$ cat src/common/geom_pkg.sv
/*
	geometry package
	shared types and constants for the blanking trimmer and
	screen-geometry monitor, covering pixel and line counts,
	keyboard event codes and register reset values
*/
package geom_pkg;

	// pixel or line count, also used for margins and sizes
	typedef logic [11:0] coord_t;

	typedef logic [1:0] res_t;      // resolution code from the source
	typedef logic [6:0] flag_t;     // wrapping change counter

	// keyboard event as delivered with each level toggle
	typedef logic [1:0] kbd_type_t;
	typedef logic [7:0] kbd_code_t;

	localparam kbd_type_t kbd_type_key = 2'd3;

	// cursor block and backspace
	localparam kbd_code_t key_backspace = 8'h41;
	localparam kbd_code_t key_up        = 8'h4c;
	localparam kbd_code_t key_down      = 8'h4d;
	localparam kbd_code_t key_left      = 8'h4f;
	localparam kbd_code_t key_right     = 8'h4e;

	// alt press and release, left and right keys
	localparam kbd_code_t key_alt_press_l = 8'h64;
	localparam kbd_code_t key_alt_press_r = 8'h65;
	localparam kbd_code_t key_alt_rel_l   = 8'hE4;
	localparam kbd_code_t key_alt_rel_r   = 8'hE5;

	// register reset values
	localparam coord_t coord_rst = 12'd0;
	localparam res_t   res_rst   = 2'd0;
	localparam flag_t  flag_rst  = 7'd0;

endpackage

$ cat src/trim_keys.sv
/*
	blanking margin keys
	turns keyboard events into the four blanking margins. cursor keys
	nudge top or left margin, with alt held the bottom or right one.
	backspace clears all four, a preset load overwrites them.
*/
`timescale 1ns/100ps

module trim_keys #(
	parameter int h_step = 4
) (
	input  logic                clk_sys,
	input  logic                reset,
	input  logic                kbd_level,
	input  geom_pkg::kbd_type_t kbd_type,
	input  geom_pkg::kbd_code_t kbd_data,
	input  logic                preset_load,
	input  geom_pkg::coord_t    preset_hbl_l,
	input  geom_pkg::coord_t    preset_hbl_r,
	input  geom_pkg::coord_t    preset_vbl_t,
	input  geom_pkg::coord_t    preset_vbl_b,
	output geom_pkg::coord_t    hbl_l,
	output geom_pkg::coord_t    hbl_r,
	output geom_pkg::coord_t    vbl_t,
	output geom_pkg::coord_t    vbl_b
);

	localparam geom_pkg::coord_t h_inc = geom_pkg::coord_t'(h_step);

	logic                level_q, level_qq;
	logic                load_q;
	logic                alt;
	logic                key_evt;
	geom_pkg::kbd_type_t type_q;
	geom_pkg::kbd_code_t data_q;
	geom_pkg::coord_t    pre_hbl_l, pre_hbl_r, pre_vbl_t, pre_vbl_b;

	// a toggle seen in the input stage, keyboard events only
	assign key_evt = (level_q ^ level_qq) && (type_q == geom_pkg::kbd_type_key);

	always_ff @(posedge clk_sys or posedge reset) begin
		if (reset) begin
			level_q  <= 1'b0;
			level_qq <= 1'b0;
			load_q   <= 1'b0;
		end else begin
			level_q  <= kbd_level;
			level_qq <= level_q;
			load_q   <= preset_load;
		end
	end

	// event payload, travels with the level stage
	always_ff @(posedge clk_sys) begin
		type_q    <= kbd_type;
		data_q    <= kbd_data;
		pre_hbl_l <= preset_hbl_l;
		pre_hbl_r <= preset_hbl_r;
		pre_vbl_t <= preset_vbl_t;
		pre_vbl_b <= preset_vbl_b;
	end

	always_ff @(posedge clk_sys or posedge reset) begin
		if (reset) begin
			hbl_l <= geom_pkg::coord_rst;
			hbl_r <= geom_pkg::coord_rst;
			vbl_t <= geom_pkg::coord_rst;
			vbl_b <= geom_pkg::coord_rst;
			alt   <= 1'b0;
		end else begin
			if (key_evt) begin
				case (data_q)
					geom_pkg::key_backspace: begin
						hbl_l <= geom_pkg::coord_rst;
						hbl_r <= geom_pkg::coord_rst;
						vbl_t <= geom_pkg::coord_rst;
						vbl_b <= geom_pkg::coord_rst;
					end
					geom_pkg::key_up:    if (alt) vbl_b <= vbl_b + 12'd1; else vbl_t <= vbl_t + 12'd1;
					geom_pkg::key_down:  if (alt) vbl_b <= vbl_b - 12'd1; else vbl_t <= vbl_t - 12'd1;
					geom_pkg::key_left:  if (alt) hbl_r <= hbl_r + h_inc; else hbl_l <= hbl_l + h_inc;
					geom_pkg::key_right: if (alt) hbl_r <= hbl_r - h_inc; else hbl_l <= hbl_l - h_inc;
					geom_pkg::key_alt_press_l, geom_pkg::key_alt_press_r: alt <= 1'b1;
					geom_pkg::key_alt_rel_l, geom_pkg::key_alt_rel_r:     alt <= 1'b0;
					default: ;
				endcase
			end
			// preset overrides any key in the same cycle
			if (load_q) begin
				hbl_l <= pre_hbl_l;
				hbl_r <= pre_hbl_r;
				vbl_t <= pre_vbl_t;
				vbl_b <= pre_vbl_b;
			end
		end
	end

	// event type must be defined once the source is out of reset
	kbd_type_known: assert property (@(posedge clk_sys) disable iff (reset)
		!$isunknown(kbd_type));

endmodule

$ cat src/video/h_blank_gen.sv
/*
	horizontal blank generator
	counts pixels per line, records where active video starts and ends
	and where the line ends. builds the trimmed and the forced horizontal
	blank and measures the active width on the first line of field 0.
*/
`timescale 1ns/100ps

module h_blank_gen #(
	parameter int force_margin = 8,
	parameter int trim_lead    = 2
) (
	input  logic             clk_sys,
	input  logic             reset,
	input  logic             hs,
	input  logic             hblank,
	input  logic             field1,
	input  logic             line_one,
	input  geom_pkg::coord_t hbl_l,
	input  geom_pkg::coord_t hbl_r,
	output logic             hbl,
	output logic             hcnt_zero_line,
	output geom_pkg::coord_t hsize
);

	localparam geom_pkg::coord_t fmargin = geom_pkg::coord_t'(force_margin);
	localparam geom_pkg::coord_t lead    = geom_pkg::coord_t'(trim_lead);

	logic             old_hs, old_hblank;
	logic             act_start, act_end;
	logic             shbl, fhbl;
	geom_pkg::coord_t hcnt, hend, hsta, hmax;

	assign act_start      = old_hblank & ~hblank;
	assign act_end        = ~old_hblank & hblank;
	assign hcnt_zero_line = old_hs & ~hs;  // sync falling edge
	assign hbl            = fhbl | shbl | ~hs;

	always_ff @(posedge clk_sys or posedge reset) begin
		if (reset) begin
			old_hs     <= 1'b1;
			old_hblank <= 1'b1;
			hcnt       <= geom_pkg::coord_rst;
			hend       <= geom_pkg::coord_rst;
			hsta       <= geom_pkg::coord_rst;
			hmax       <= geom_pkg::coord_rst;
			hsize      <= geom_pkg::coord_rst;
			shbl       <= 1'b1;
			fhbl       <= 1'b1;
		end else begin
			old_hs     <= hs;
			old_hblank <= hblank;

			hcnt <= hs ? hcnt + 12'd1 : geom_pkg::coord_rst;

			if (act_start)      hend <= hcnt;
			if (act_end)        hsta <= hcnt;
			if (hcnt_zero_line) hmax <= hcnt;  // full line length

			// trimmed window, opened a little early to match the pipeline
			if (hcnt == hend + hbl_l - lead) shbl <= 1'b0;
			if (hcnt == hsta + hbl_r - lead) shbl <= 1'b1;

			// forced margins at both ends of the line
			if (hcnt == fmargin)        fhbl <= 1'b0;
			if (hcnt == hmax - fmargin) fhbl <= 1'b1;

			if (act_end && !field1 && line_one)
				hsize <= hcnt - hend;
		end
	end

	hcnt_restart: assert property (@(posedge clk_sys) disable iff (reset)
		!hs |=> hcnt == geom_pkg::coord_rst);

endmodule

$ cat src/video/v_blank_gen.sv
/*
	vertical blank generator
	counts lines, records the active start, the frame end and the end of
	vertical sync. in interlaced mode the odd field's active height is
	added to vsize. builds trimmed and forced vertical blank, where a
	bottom margin with its top bit set counts back from the frame end.
	also registers the horizontal display enable.
*/
`timescale 1ns/100ps

module v_blank_gen (
	input  logic             clk_sys,
	input  logic             reset,
	input  logic             hs,
	input  logic             vs,
	input  logic             vbl,
	input  logic             lace,
	input  logic             field1,
	input  logic             hbl,
	input  logic             hcnt_zero_line,
	input  geom_pkg::coord_t vbl_t,
	input  geom_pkg::coord_t vbl_b,
	output logic             hde,
	output logic             vde,
	output logic             vblank,
	output geom_pkg::coord_t vcnt,
	output logic             line_one,
	output geom_pkg::coord_t vsize
);

	logic             old_vs, old_vblank, old_hbl;
	logic             blank_rise, blank_fall;
	logic             even_field;
	logic             line_eval;
	logic             svbl, fvbl;
	geom_pkg::coord_t vend, vmax, vs_end;
	geom_pkg::coord_t f1_vend, f1_vsize;
	geom_pkg::coord_t bot_line;

	assign vblank     = vbl | ~vs;
	assign vde        = ~(fvbl | svbl);
	assign blank_rise = ~old_vblank & vblank;
	assign blank_fall = old_vblank & ~vblank;
	assign even_field = ~lace | ~field1;  // progressive counts as even
	assign line_eval  = (old_hbl & ~hbl) | (vcnt == geom_pkg::coord_rst);

	// negative bottom margin is relative to the frame end
	assign bot_line = vbl_b[11] ? vmax + vbl_b : vbl_b;

	always_ff @(posedge clk_sys or posedge reset) begin
		if (reset) begin
			old_vs     <= 1'b1;
			old_vblank <= 1'b0;
			old_hbl    <= 1'b1;
			vcnt       <= geom_pkg::coord_rst;
			vend       <= geom_pkg::coord_rst;
			vmax       <= geom_pkg::coord_rst;
			vs_end     <= geom_pkg::coord_rst;
			f1_vend    <= geom_pkg::coord_rst;
			f1_vsize   <= geom_pkg::coord_rst;
			vsize      <= geom_pkg::coord_rst;
			svbl       <= 1'b1;
			fvbl       <= 1'b1;
			hde        <= 1'b0;
			line_one   <= 1'b0;
		end else begin
			old_vs     <= vs;
			old_vblank <= vblank;
			old_hbl    <= hbl;

			if (hcnt_zero_line) vcnt <= vcnt + 12'd1;
			if (blank_rise)     vcnt <= geom_pkg::coord_rst;

			if (even_field) begin
				if (blank_fall)   vend   <= vcnt;
				if (~old_vs & vs) vs_end <= vcnt;
				if (blank_rise) begin
					vmax     <= vcnt;
					vsize    <= vcnt - vend + f1_vsize;
					f1_vsize <= geom_pkg::coord_rst;
				end
			end else begin
				// odd field, height kept for the next even field
				if (blank_fall) f1_vend  <= vcnt;
				if (blank_rise) f1_vsize <= vcnt - f1_vend;
			end

			if (line_eval) begin
				if (vcnt == vend + vbl_t) svbl <= 1'b0;
				if (vcnt == bot_line)     svbl <= 1'b1;

				if (vcnt == vmax - 12'd1)   fvbl <= 1'b1;
				if (vcnt == vs_end + 12'd2) fvbl <= 1'b0;
			end

			hde      <= ~hbl;
			line_one <= (vcnt == 12'd1);
		end
	end

	// line step from the horizontal side only while sync is low
	line_step_in_sync: assert property (@(posedge clk_sys) disable iff (reset)
		hcnt_zero_line |-> !hs);

	// first blank line with no margins keeps the picture off
	blank_keeps_vde_low: assert property (@(posedge clk_sys) disable iff (reset)
		(vblank && $past(vblank) && $past(vblank, 2) && vcnt == geom_pkg::coord_rst &&
		 vbl_t == geom_pkg::coord_rst && $past(vbl_b) == geom_pkg::coord_rst &&
		 vbl_b == geom_pkg::coord_rst) |-> !vde);

endmodule

$ cat src/screen_info.sv
/*
	screen info snapshot
	latches margins, geometry and resolution at the end of each vertical
	blank and steps a wrapping counter whenever the geometry changed
*/
`timescale 1ns/100ps

module screen_info (
	input  logic             clk_sys,
	input  logic             reset,
	input  logic             vblank,
	input  geom_pkg::res_t   res,
	input  geom_pkg::coord_t hsize,
	input  geom_pkg::coord_t vsize,
	input  geom_pkg::coord_t hbl_l,
	input  geom_pkg::coord_t hbl_r,
	input  geom_pkg::coord_t vbl_t,
	input  geom_pkg::coord_t vbl_b,
	output geom_pkg::coord_t scr_hbl_l,
	output geom_pkg::coord_t scr_hbl_r,
	output geom_pkg::coord_t scr_vbl_t,
	output geom_pkg::coord_t scr_vbl_b,
	output geom_pkg::coord_t scr_hsize,
	output geom_pkg::coord_t scr_vsize,
	output geom_pkg::res_t   scr_res,
	output geom_pkg::flag_t  scr_flg
);

	logic old_vblank;
	logic snap;
	logic geom_diff;

	assign snap      = old_vblank & ~vblank;  // end of vertical blank
	assign geom_diff = (res != scr_res) || (hsize != scr_hsize) || (vsize != scr_vsize);

	always_ff @(posedge clk_sys or posedge reset) begin
		if (reset) begin
			old_vblank <= 1'b0;
			scr_hbl_l  <= geom_pkg::coord_rst;
			scr_hbl_r  <= geom_pkg::coord_rst;
			scr_vbl_t  <= geom_pkg::coord_rst;
			scr_vbl_b  <= geom_pkg::coord_rst;
			scr_hsize  <= geom_pkg::coord_rst;
			scr_vsize  <= geom_pkg::coord_rst;
			scr_res    <= geom_pkg::res_rst;
			scr_flg    <= geom_pkg::flag_rst;
		end else begin
			old_vblank <= vblank;
			if (snap) begin
				scr_hbl_l <= hbl_l;
				scr_hbl_r <= hbl_r;
				scr_vbl_t <= vbl_t;
				scr_vbl_b <= vbl_b;
				scr_hsize <= hsize;
				scr_vsize <= vsize;
				scr_res   <= res;
				if (geom_diff) scr_flg <= scr_flg + 7'd1;  // wraps
			end
		end
	end

	flg_only_at_snap: assert property (@(posedge clk_sys) disable iff (reset)
		$changed(scr_flg) |-> ($past(vblank, 2) && !$past(vblank)));

endmodule

$ cat src/blank_trim_top.sv
/*
	blanking trimmer top
	key decoder feeds the margins, horizontal and vertical blank
	generators measure the picture and form the display enables,
	and the snapshot register publishes the screen geometry
*/
`timescale 1ns/100ps

module blank_trim_top #(
	parameter int h_step       = 4,
	parameter int force_margin = 8,
	parameter int trim_lead    = 2
) (
	input  logic                clk_sys,
	input  logic                reset,
	input  logic                hs,
	input  logic                vs,
	input  logic                hblank,
	input  logic                vbl,
	input  logic                field1,
	input  logic                lace,
	input  geom_pkg::res_t      res,
	input  logic                kbd_level,
	input  geom_pkg::kbd_type_t kbd_type,
	input  geom_pkg::kbd_code_t kbd_data,
	input  logic                preset_load,
	input  geom_pkg::coord_t    preset_hbl_l,
	input  geom_pkg::coord_t    preset_hbl_r,
	input  geom_pkg::coord_t    preset_vbl_t,
	input  geom_pkg::coord_t    preset_vbl_b,
	output logic                hde,
	output logic                vde,
	output geom_pkg::coord_t    scr_hbl_l,
	output geom_pkg::coord_t    scr_hbl_r,
	output geom_pkg::coord_t    scr_vbl_t,
	output geom_pkg::coord_t    scr_vbl_b,
	output geom_pkg::coord_t    scr_hsize,
	output geom_pkg::coord_t    scr_vsize,
	output geom_pkg::res_t      scr_res,
	output geom_pkg::flag_t     scr_flg
);

	geom_pkg::coord_t hbl_l, hbl_r, vbl_t, vbl_b;
	geom_pkg::coord_t hsize, vsize;
	logic             hbl, hcnt_zero_line;
	logic             vblank, line_one;

	trim_keys #(.h_step(h_step)) u_trim_keys (
		.clk_sys(clk_sys), .reset(reset),
		.kbd_level(kbd_level), .kbd_type(kbd_type), .kbd_data(kbd_data),
		.preset_load(preset_load),
		.preset_hbl_l(preset_hbl_l), .preset_hbl_r(preset_hbl_r),
		.preset_vbl_t(preset_vbl_t), .preset_vbl_b(preset_vbl_b),
		.hbl_l(hbl_l), .hbl_r(hbl_r), .vbl_t(vbl_t), .vbl_b(vbl_b)
	);

	h_blank_gen #(.force_margin(force_margin), .trim_lead(trim_lead)) u_h_blank_gen (
		.clk_sys(clk_sys), .reset(reset),
		.hs(hs), .hblank(hblank), .field1(field1), .line_one(line_one),
		.hbl_l(hbl_l), .hbl_r(hbl_r),
		.hbl(hbl), .hcnt_zero_line(hcnt_zero_line), .hsize(hsize)
	);

	v_blank_gen u_v_blank_gen (
		.clk_sys(clk_sys), .reset(reset),
		.hs(hs), .vs(vs), .vbl(vbl), .lace(lace), .field1(field1),
		.hbl(hbl), .hcnt_zero_line(hcnt_zero_line),
		.vbl_t(vbl_t), .vbl_b(vbl_b),
		.hde(hde), .vde(vde), .vblank(vblank), .vcnt(),
		.line_one(line_one), .vsize(vsize)
	);

	screen_info u_screen_info (
		.clk_sys(clk_sys), .reset(reset),
		.vblank(vblank), .res(res), .hsize(hsize), .vsize(vsize),
		.hbl_l(hbl_l), .hbl_r(hbl_r), .vbl_t(vbl_t), .vbl_b(vbl_b),
		.scr_hbl_l(scr_hbl_l), .scr_hbl_r(scr_hbl_r),
		.scr_vbl_t(scr_vbl_t), .scr_vbl_b(scr_vbl_b),
		.scr_hsize(scr_hsize), .scr_vsize(scr_vsize),
		.scr_res(scr_res), .scr_flg(scr_flg)
	);

endmodule

$ cat config.mk
export PLATFORM = sky130hd
export DESIGN_NAME = blank_trim_top
export DESIGN_NICKNAME = d
export VERILOG_FILES = /design/src/common/geom_pkg.sv /design/src/trim_keys.sv /design/src/video/h_blank_gen.sv /design/src/video/v_blank_gen.sv /design/src/screen_info.sv /design/src/blank_trim_top.sv
export SDC_FILE = /design/constraint.sdc
export NUM_CORES = 1
export LEC_CHECK = 0
export BUFFER_PORTS_ARGS = -buffer_cell sky130_fd_sc_hd__clkbuf_2
export CORE_MARGIN = 3
export CORE_UTILIZATION = 63
export CTS_BUF_LIST = sky130_fd_sc_hd__clkbuf_4 sky130_fd_sc_hd__clkbuf_8
export CTS_CLUSTER_SIZE = 8
export DETAILED_ROUTE_END_ITERATION = 10
export PLACE_DENSITY = 0.83
export REMOVE_ABC_BUFFERS = 1
export SLEW_MARGIN = 30
export SYNTH_ARGS = -nofsm -noshare
export SYNTH_HDL_FRONTEND = slang
export SYNTH_SLANG_ARGS = --single-unit
$ cat constraint.sdc
create_clock -name clk_sys -period 11 [get_ports clk_sys]
set_clock_uncertainty 0.1 [all_clocks]
set_input_delay 0.55 -clock clk_sys [delete_from_list [all_inputs] [get_ports clk_sys]]
set_output_delay 0.55 -clock clk_sys [all_outputs]
set_load 0.05 [all_outputs]
==> impl_metrics.env, run 1 <==
export IMPL_via_per_inst=5.890
export IMPL_yosysTopAreaCellShare=0.3504
export IMPL_final_hold_violation_count=49
export IMPL_clkSinkCount=346
export IMPL_yosys_register_bits=346
export IMPL_synth_ff_type="dfrtp_1"
export IMPL_path_class="flip-flop to flip-flop"
export IMPL_seq_area_frac_synth=0.4190
export IMPL_clock_fmax_mhz=247.6
export IMPL_synth_adder_area_share=0.1105
export IMPL_startpoint="u_trim_keys.data_q[5]$_DFF_P_"
export IMPL_hold_ws_ps=-45.56
export IMPL_synthTopCellsByArea="dfrtp_1, ha_1, xnor2_1, dfxtp_1, nand2_1"
export IMPL_clockBufferDepth=3
export IMPL_cts_tree="done"
export IMPL_placed_cell_area_sq_um=21010
export IMPL_reg2reg_to="u_trim_keys.hbl_l[11]$_DFFE_PP0P_"
export IMPL_multi_input_area_sq_um=10580
export IMPL_track_usage=0.2946
export IMPL_final_net_count=2529
export IMPL_cp_end_kind="flip-flop"
export IMPL_reg2regPathDepth=13
export IMPL_grt_max_degree=156
export IMPL_vdd_drop_max_mv=0.1252
export IMPL_cts_buffers=58
export IMPL_die_width_um=184.2
export IMPL_postCtsResizedCells=0
export IMPL_worstPathMaxFanout=20
export IMPL_synthXorXnorAreaFrac=0.1042
export IMPL_dr_pass1_iters=7
export IMPL_grt_antenna_before_repair=0
export IMPL_synthMuxAreaShare=0.04017
export IMPL_drt_iter0_drc=1151
export IMPL_synth_simple_area_share=0.1341
export IMPL_power_density_nw_per_um2=201.3
export IMPL_io_pins=153
export IMPL_routed_wirelength_mm=49.48
export IMPL_arrival_ps=4450
export IMPL_worst_slew_pin_transition_ps=901.2
export IMPL_fillers=2088
export IMPL_ys_top_cells_by_count="dfrtp_1, nand2_1, inv_1"
export IMPL_gp_congestion=0.8952
export IMPL_layout_min_cycle_time_ps=4039
export IMPL_htree_levels=2
export IMPL_failed_checks="hold timing"
export IMPL_clk_latency_ps=620
export IMPL_synth_edf_count=0
export IMPL_start_util=0.6469
export IMPL_fp_row_count=64
export IMPL_io_buffers=152
export IMPL_slew_violations=0
export IMPL_cts_root_buf="clkbuf_8"
export IMPL_worstHoldPathType="primary input to asynchronous set/reset pin"
export IMPL_hpwlAfterDp_mm=33.61
export IMPL_setup_viol=0
export IMPL_drv_cap=0
export IMPL_design_die_area_sq_um=33910
export IMPL_synth_compound_area_share=0.1392
export IMPL_reg2reg_from="u_trim_keys.data_q[5]$_DFF_P_"
export IMPL_crit_required_ps=11410
export IMPL_p_leak_nw=10.76
export IMPL_core_area_sq_um=30910
export IMPL_dieHeight_um=184.2
export IMPL_yosysWarnings=0
export IMPL_syn2layout_area_growth_pct=14.64
export IMPL_grt_pass1_vias=16600
export IMPL_startpoint_type="flip-flop"
export IMPL_cts_setup_buffers=0
export IMPL_synth_top_family_by_area="compound AO/OA/AOI/OAI gates"
export IMPL_status="finished with violations"
export IMPL_antenna_left=0
export IMPL_seqCellArea_sq_um=8379
export IMPL_synth_avg_cell_area_sq_um=9.572
export IMPL_grt_setup_unrepaired="false"
export IMPL_overflow=0
export IMPL_remaining_drc_errors=0
export IMPL_slew_headroom=0.3974
export IMPL_synthCells=2089
export IMPL_drive_gt1_frac=0.1600
export IMPL_synth_cell_area_sq_um=20000
export IMPL_tns_ps=0
export IMPL_vias=16150
export IMPL_synthArstFlopShare=0.8324
export IMPL_clkTransAtPathRegs_ps=60
export IMPL_fin_crit_sh=0.3672
export IMPL_synth_most_common_cell="dfrtp_1"
export IMPL_r2r_slack_ps=6960
export IMPL_drt_wirelength_per_cell_um=18.05
export IMPL_synth_top_area_cell="dfrtp_1"
export IMPL_grt_pass1_wl_mm=81.75
export IMPL_power_mw=4.614
export IMPL_finalInstanceArea_sq_um=22920
export IMPL_synth_distinct_cells=81
==> power by group <==
part	leakage, nW	switching, mW	total (mW)	internal (mW)
registers	4.18	0.209	1.69	1.48
clock network	0.686	0.528	1.24	0.709
logic	5.90	1.03	1.69	0.654
==> kinds of logic after synthesis <==
logic type | after synthesis
AND/OR/NAND/NOR | 558
AO/OA/AOI/OAI | 447
flip-flops | 346
buffers and inverters | 264
XOR/XNOR | 238
adder cells (fa/ha/maj) | 164
multiplexers | 72
==> worst max path at each step <==
stage and to:
4_1_cts u_trim_keys.hbl_l[11]$_DFFE_PP0P_, 6_report u_trim_keys.hbl_l[11]$_DFFE_PP0P_, 2_1_floorplan u_h_blank_gen.hcnt[0]$_DFF_PP0_, 3_3_place_gp u_trim_keys.hbl_r[11]$_DFFE_PP0P_, 3_5_place_dp u_trim_keys.hbl_l[11]$_DFFE_PP0P_, 5_1_grt u_trim_keys.hbl_l[11]$_DFFE_PP0P_
==> worst max-delay path, stage by stage (launching register included) <==
cell       delay [ps]
dfxtp_1           320
nor4b_1           480
nand4_1           550
nor2_1            240
buf_4             300
ha_1              280
a21oi_1           200
o21ai_1           100
a2111oi_0         560
o41ai_1           200
xor2_1            230
nand3_1           100
o21a_1            110
o221ai_1          160
==> through the flow <==
step             util  std cells  worst slack (ps)  hold WS (ps)
2_1_floorplan       -       2008              2414         271.5
3_3_place_gp   0.6798       2569              7239         278.0
3_5_place_dp   0.6798       2569              7089         284.9
4_1_cts        0.7413       2740              7031         58.48
5_1_grt        0.7415       2740              6514         4.096
6_report       0.7416       2741              6961        -45.56
==> area by class of cell <==
| cell class | count | area share |
|---|---|---|
| flip-flops and latches | 346 | 0.3655 |
| clock buffers | 96 | 0.05027 |
| inverters | 183 | 0.03051 |
| well taps | 396 | 0.02161 |
| repair buffers | 227 | 0.06506 |
| multi-input cells | 1479 | 0.4614 |
| clock inverters | 13 | 0.005513 |
| diodes | 1 | 0.0001092 |
==> placed cells by master (no fill, tap or decap), types with 12 or more instances in the layout <==
master	synthesis	layout
a21o_1	16	16
a21oi_1	108	108
a22oi_1	17	17
a31oi_1	13	13
and2_1	13	13
and3_1	13	13
buf_4	1	12
clkbuf_2	0	152
clkbuf_4	1	27
clkbuf_8	2	69
dfrtp_1	280	279
dfxtp_1	58	58
dlygate4sd3_1	0	62
fa_1	21	21
ha_1	143	143
inv_1	178	177
mux2_2	66	66
nand2_1	221	220
nand2b_1	13	13
nand3_1	36	36
nand4_1	27	27
nor2_1	92	90
nor2b_1	18	17
nor3_1	46	46
nor4_1	16	16
o21a_1	20	20
o21ai_0	147	147
o21ai_1	17	17
o31ai_1	12	12
or3_1	24	24
xnor2_1	173	173
xor2_1	65	65
==> metal layers <==
metal | GRT usage | vias up | wire length [um]
met5 | 0 | - | 0
met4 | 0.1143 | 0 | 1627
met3 | 0.05625 | 148 | 3466
met2 | 0.5032 | 606 | 24150
met1 | 0.3734 | 7772 | 20240
li1 | - | 7619 | -
==> timing repair <==
item                                   4_1_cts  5_1_grt
endpoints found under the hold margin       62        0
setup endpoints to repair                    0        0
hold buffers                                62        0
(Power assumes the default switching activity.)
==> inputs of run 2 (changes only) <==
Settings changed: CORE_UTILIZATION 63 to 57, PLACE_DENSITY 0.83 to 0.79.
Clock period 11 ns to 3.7 ns, I/O delays scaled along.
==> impl_metrics.env, run 2 (synthesized netlist as in run 1, its figures left out) <==
export IMPL_status="finished, final reports clean"
export IMPL_final_hold_violation_count=0
export IMPL_clock_fmax_mhz=285.6
export IMPL_grt_pass1_wl_mm=82.75
export IMPL_start_util=0.5875
export IMPL_startpoint_type="flip-flop"
export IMPL_clkSinkCount=346
export IMPL_power_density_nw_per_um2=598.6
export IMPL_worst_slack_ps=198.1
export IMPL_grt_antenna_before_repair=1
export IMPL_io_buffers=152
export IMPL_routed_wirelength_mm=49.96
export IMPL_power_frac_seq=0.355
export IMPL_syn2layout_area_growth_pct=17.13
export IMPL_die_width_um=193.3
export IMPL_worstHoldPathType="primary input to flip-flop"
export IMPL_final_net_count=2570
export IMPL_grt_max_degree=135
export IMPL_hold_ws_ps=91.80
export IMPL_crit_required_ps=4110
export IMPL_fp_row_count=67
export IMPL_design_die_area_sq_um=37360
export IMPL_grt_setup_unrepaired="false"
export IMPL_worstPathMaxFanout=24
export IMPL_dr_pass1_iters=7
export IMPL_clk_latency_ps=640
export IMPL_remaining_drc_errors=0
export IMPL_p_leak_nw=11.01
export IMPL_switching_share=0.3772
export IMPL_p_sw_mw=5.288
export IMPL_cts_tree="done"
export IMPL_cp_end_kind="flip-flop"
export IMPL_pwr_share_clk=0.281
export IMPL_overflow=0
export IMPL_layout_common_cells="dfrtp_1, nand2_1, inv_1"
export IMPL_layout_min_cycle_time_ps=3502
export IMPL_via_per_inst=5.723
export IMPL_dieHeight_um=193.3
export IMPL_drt_wirelength_per_cell_um=17.63
export IMPL_cts_root_buf="clkbuf_8"
export IMPL_io_pins=153
export IMPL_hpwlAfterDp_mm=35.19
export IMPL_arrival_ps=3910
export IMPL_intPower_mw=8.733
export IMPL_cts_buffers=60
export IMPL_track_usage=0.2650
export IMPL_final_common_cell="dfrtp_1"
export IMPL_vias=16210
export IMPL_drive_gt1_frac=0.1716
export IMPL_finalInstanceArea_sq_um=23420
export IMPL_clkTransAtPathRegs_ps=60
export IMPL_drt_iter0_drc=1031
export IMPL_core_area_sq_um=34040
export IMPL_pre_cts_ws_ps=300.4
export IMPL_antenna_left=0
export IMPL_slew_violations=0
export IMPL_grt_pass1_vias=16540
export IMPL_path_class="flip-flop to flip-flop"
export IMPL_comb_power_share=0.364
export IMPL_clockBufferDepth=3
export IMPL_drv_cap=0
export IMPL_gp_congestion=0.9119
export IMPL_setup_viol=0
export IMPL_vdd_drop_max_mv=0.3978
export IMPL_placed_cell_area_sq_um=21320
export IMPL_slew_headroom=0.4222
export IMPL_worst_slew_pin_transition_ps=864.1
export IMPL_htree_levels=2
export IMPL_fin_crit_sh=0.9465
[run 2: cell count changes in the layout (fill, tap and decap cells not counted), moves of 2 or more]
cell,change
buf_4,+32
clkbuf_4,-6
clkbuf_8,+15
clkinv_2,-6
clkinvlp_4,-2
dlygate4sd3_1,+7
[run 2: worst max-delay path, stage by stage (launching register included)]
cell	delay, ps
dfxtp_1	320
nor4b_1	490
nand4b_1	210
nor2_2	170
buf_12	200
ha_1	260
a211o_1	310
a21oi_1	190
o21ai_1	160
a21oi_1	190
a21oi_1	110
xnor2_1	170
a21o_1	210
a221o_1	280
[run 2: final cells by class]
type	count	area, sq um
fill	2533	10610
multi-input combinational	1479	10580
sequential	346	8379
timing repair buffer	266	1802
clock buffer	105	1314
inverter	183	699.4
tap	448	560.5
clock inverter	5	81.33
antenna	1	2.502
[run 2: power by group through the flow]
stage               Sequential [mW]  Clock, mW  Combinational [mW]
global placement               5.00          0                4.83
detailed placement             5.03          0                4.98
floorplan                      5.87          0                2.90
global route                   5.06       4.17                5.58
finish                         4.98       3.94                5.10
CTS                            4.97       4.00                5.08
[run 2: metal layers]
| layer | wire length, um | track usage | up-vias | part of all wire |
|---|---|---|---|---|
| met4 | 1965 | 0.1042 | 0 | 0.039 |
| li1 | - | - | 7706 | - |
| met2 | 24280 | 0.4521 | 561 | 0.49 |
| met1 | 20320 | 0.3313 | 7786 | 0.41 |
| met3 | 3387 | 0.05618 | 161 | 0.068 |
| met5 | 0 | 0 | - | 0 |
[run 2: what timing repair did]
| action | CTS | global route |
|---|---|---|
| hold endpoints to repair | 214 | 0 |
| endpoints found under the setup margin | 0 | 1 |
| hold buffers | 69 | 0 |
| gates resized for setup | 0 | 1 |
| setup buffers | 0 | 0 |
[run 2: final timing paths]
check | from | end | slack, ps | cells past startpoint
max in group asynchronous | reset | u_h_blank_gen.old_hs$_DFF_PP1_ | 2480 | 4
min in group asynchronous | reset | u_v_blank_gen.f1_vsize[7]$_DFFE_PP0P_ | 140 | 3
worst min-delay path | preset_hbl_l[0] | u_trim_keys.pre_hbl_l[0]$_DFF_P_ | 90 | 2
worst max register to register | u_trim_keys.data_q[5]$_DFF_P_ | u_trim_keys.vbl_b[11]$_DFFE_PP0P_ | 200 | 13
worst max-delay path | u_trim_keys.data_q[5]$_DFF_P_ | u_trim_keys.vbl_b[11]$_DFFE_PP0P_ | 200 | 13
worst min register to register | u_trim_keys.level_q$_DFF_PP0_ | u_trim_keys.level_qq$_DFF_PP0_ | 300 | 0
[run 2: per-stage QoR]
step | power [mW] | std cells | util | TNS (ps)
6_report | 14.02 | 2833 | 0.6881 | 0
5_1_grt | 14.81 | 2833 | 0.6881 | 0
4_1_cts | 14.05 | 2832 | 0.6877 | 0
3_5_place_dp | 10.02 | 2653 | 0.6264 | 0
3_3_place_gp | 9.830 | 2653 | 0.6263 | 0
2_1_floorplan | 8.772 | 2008 | - | -1291940
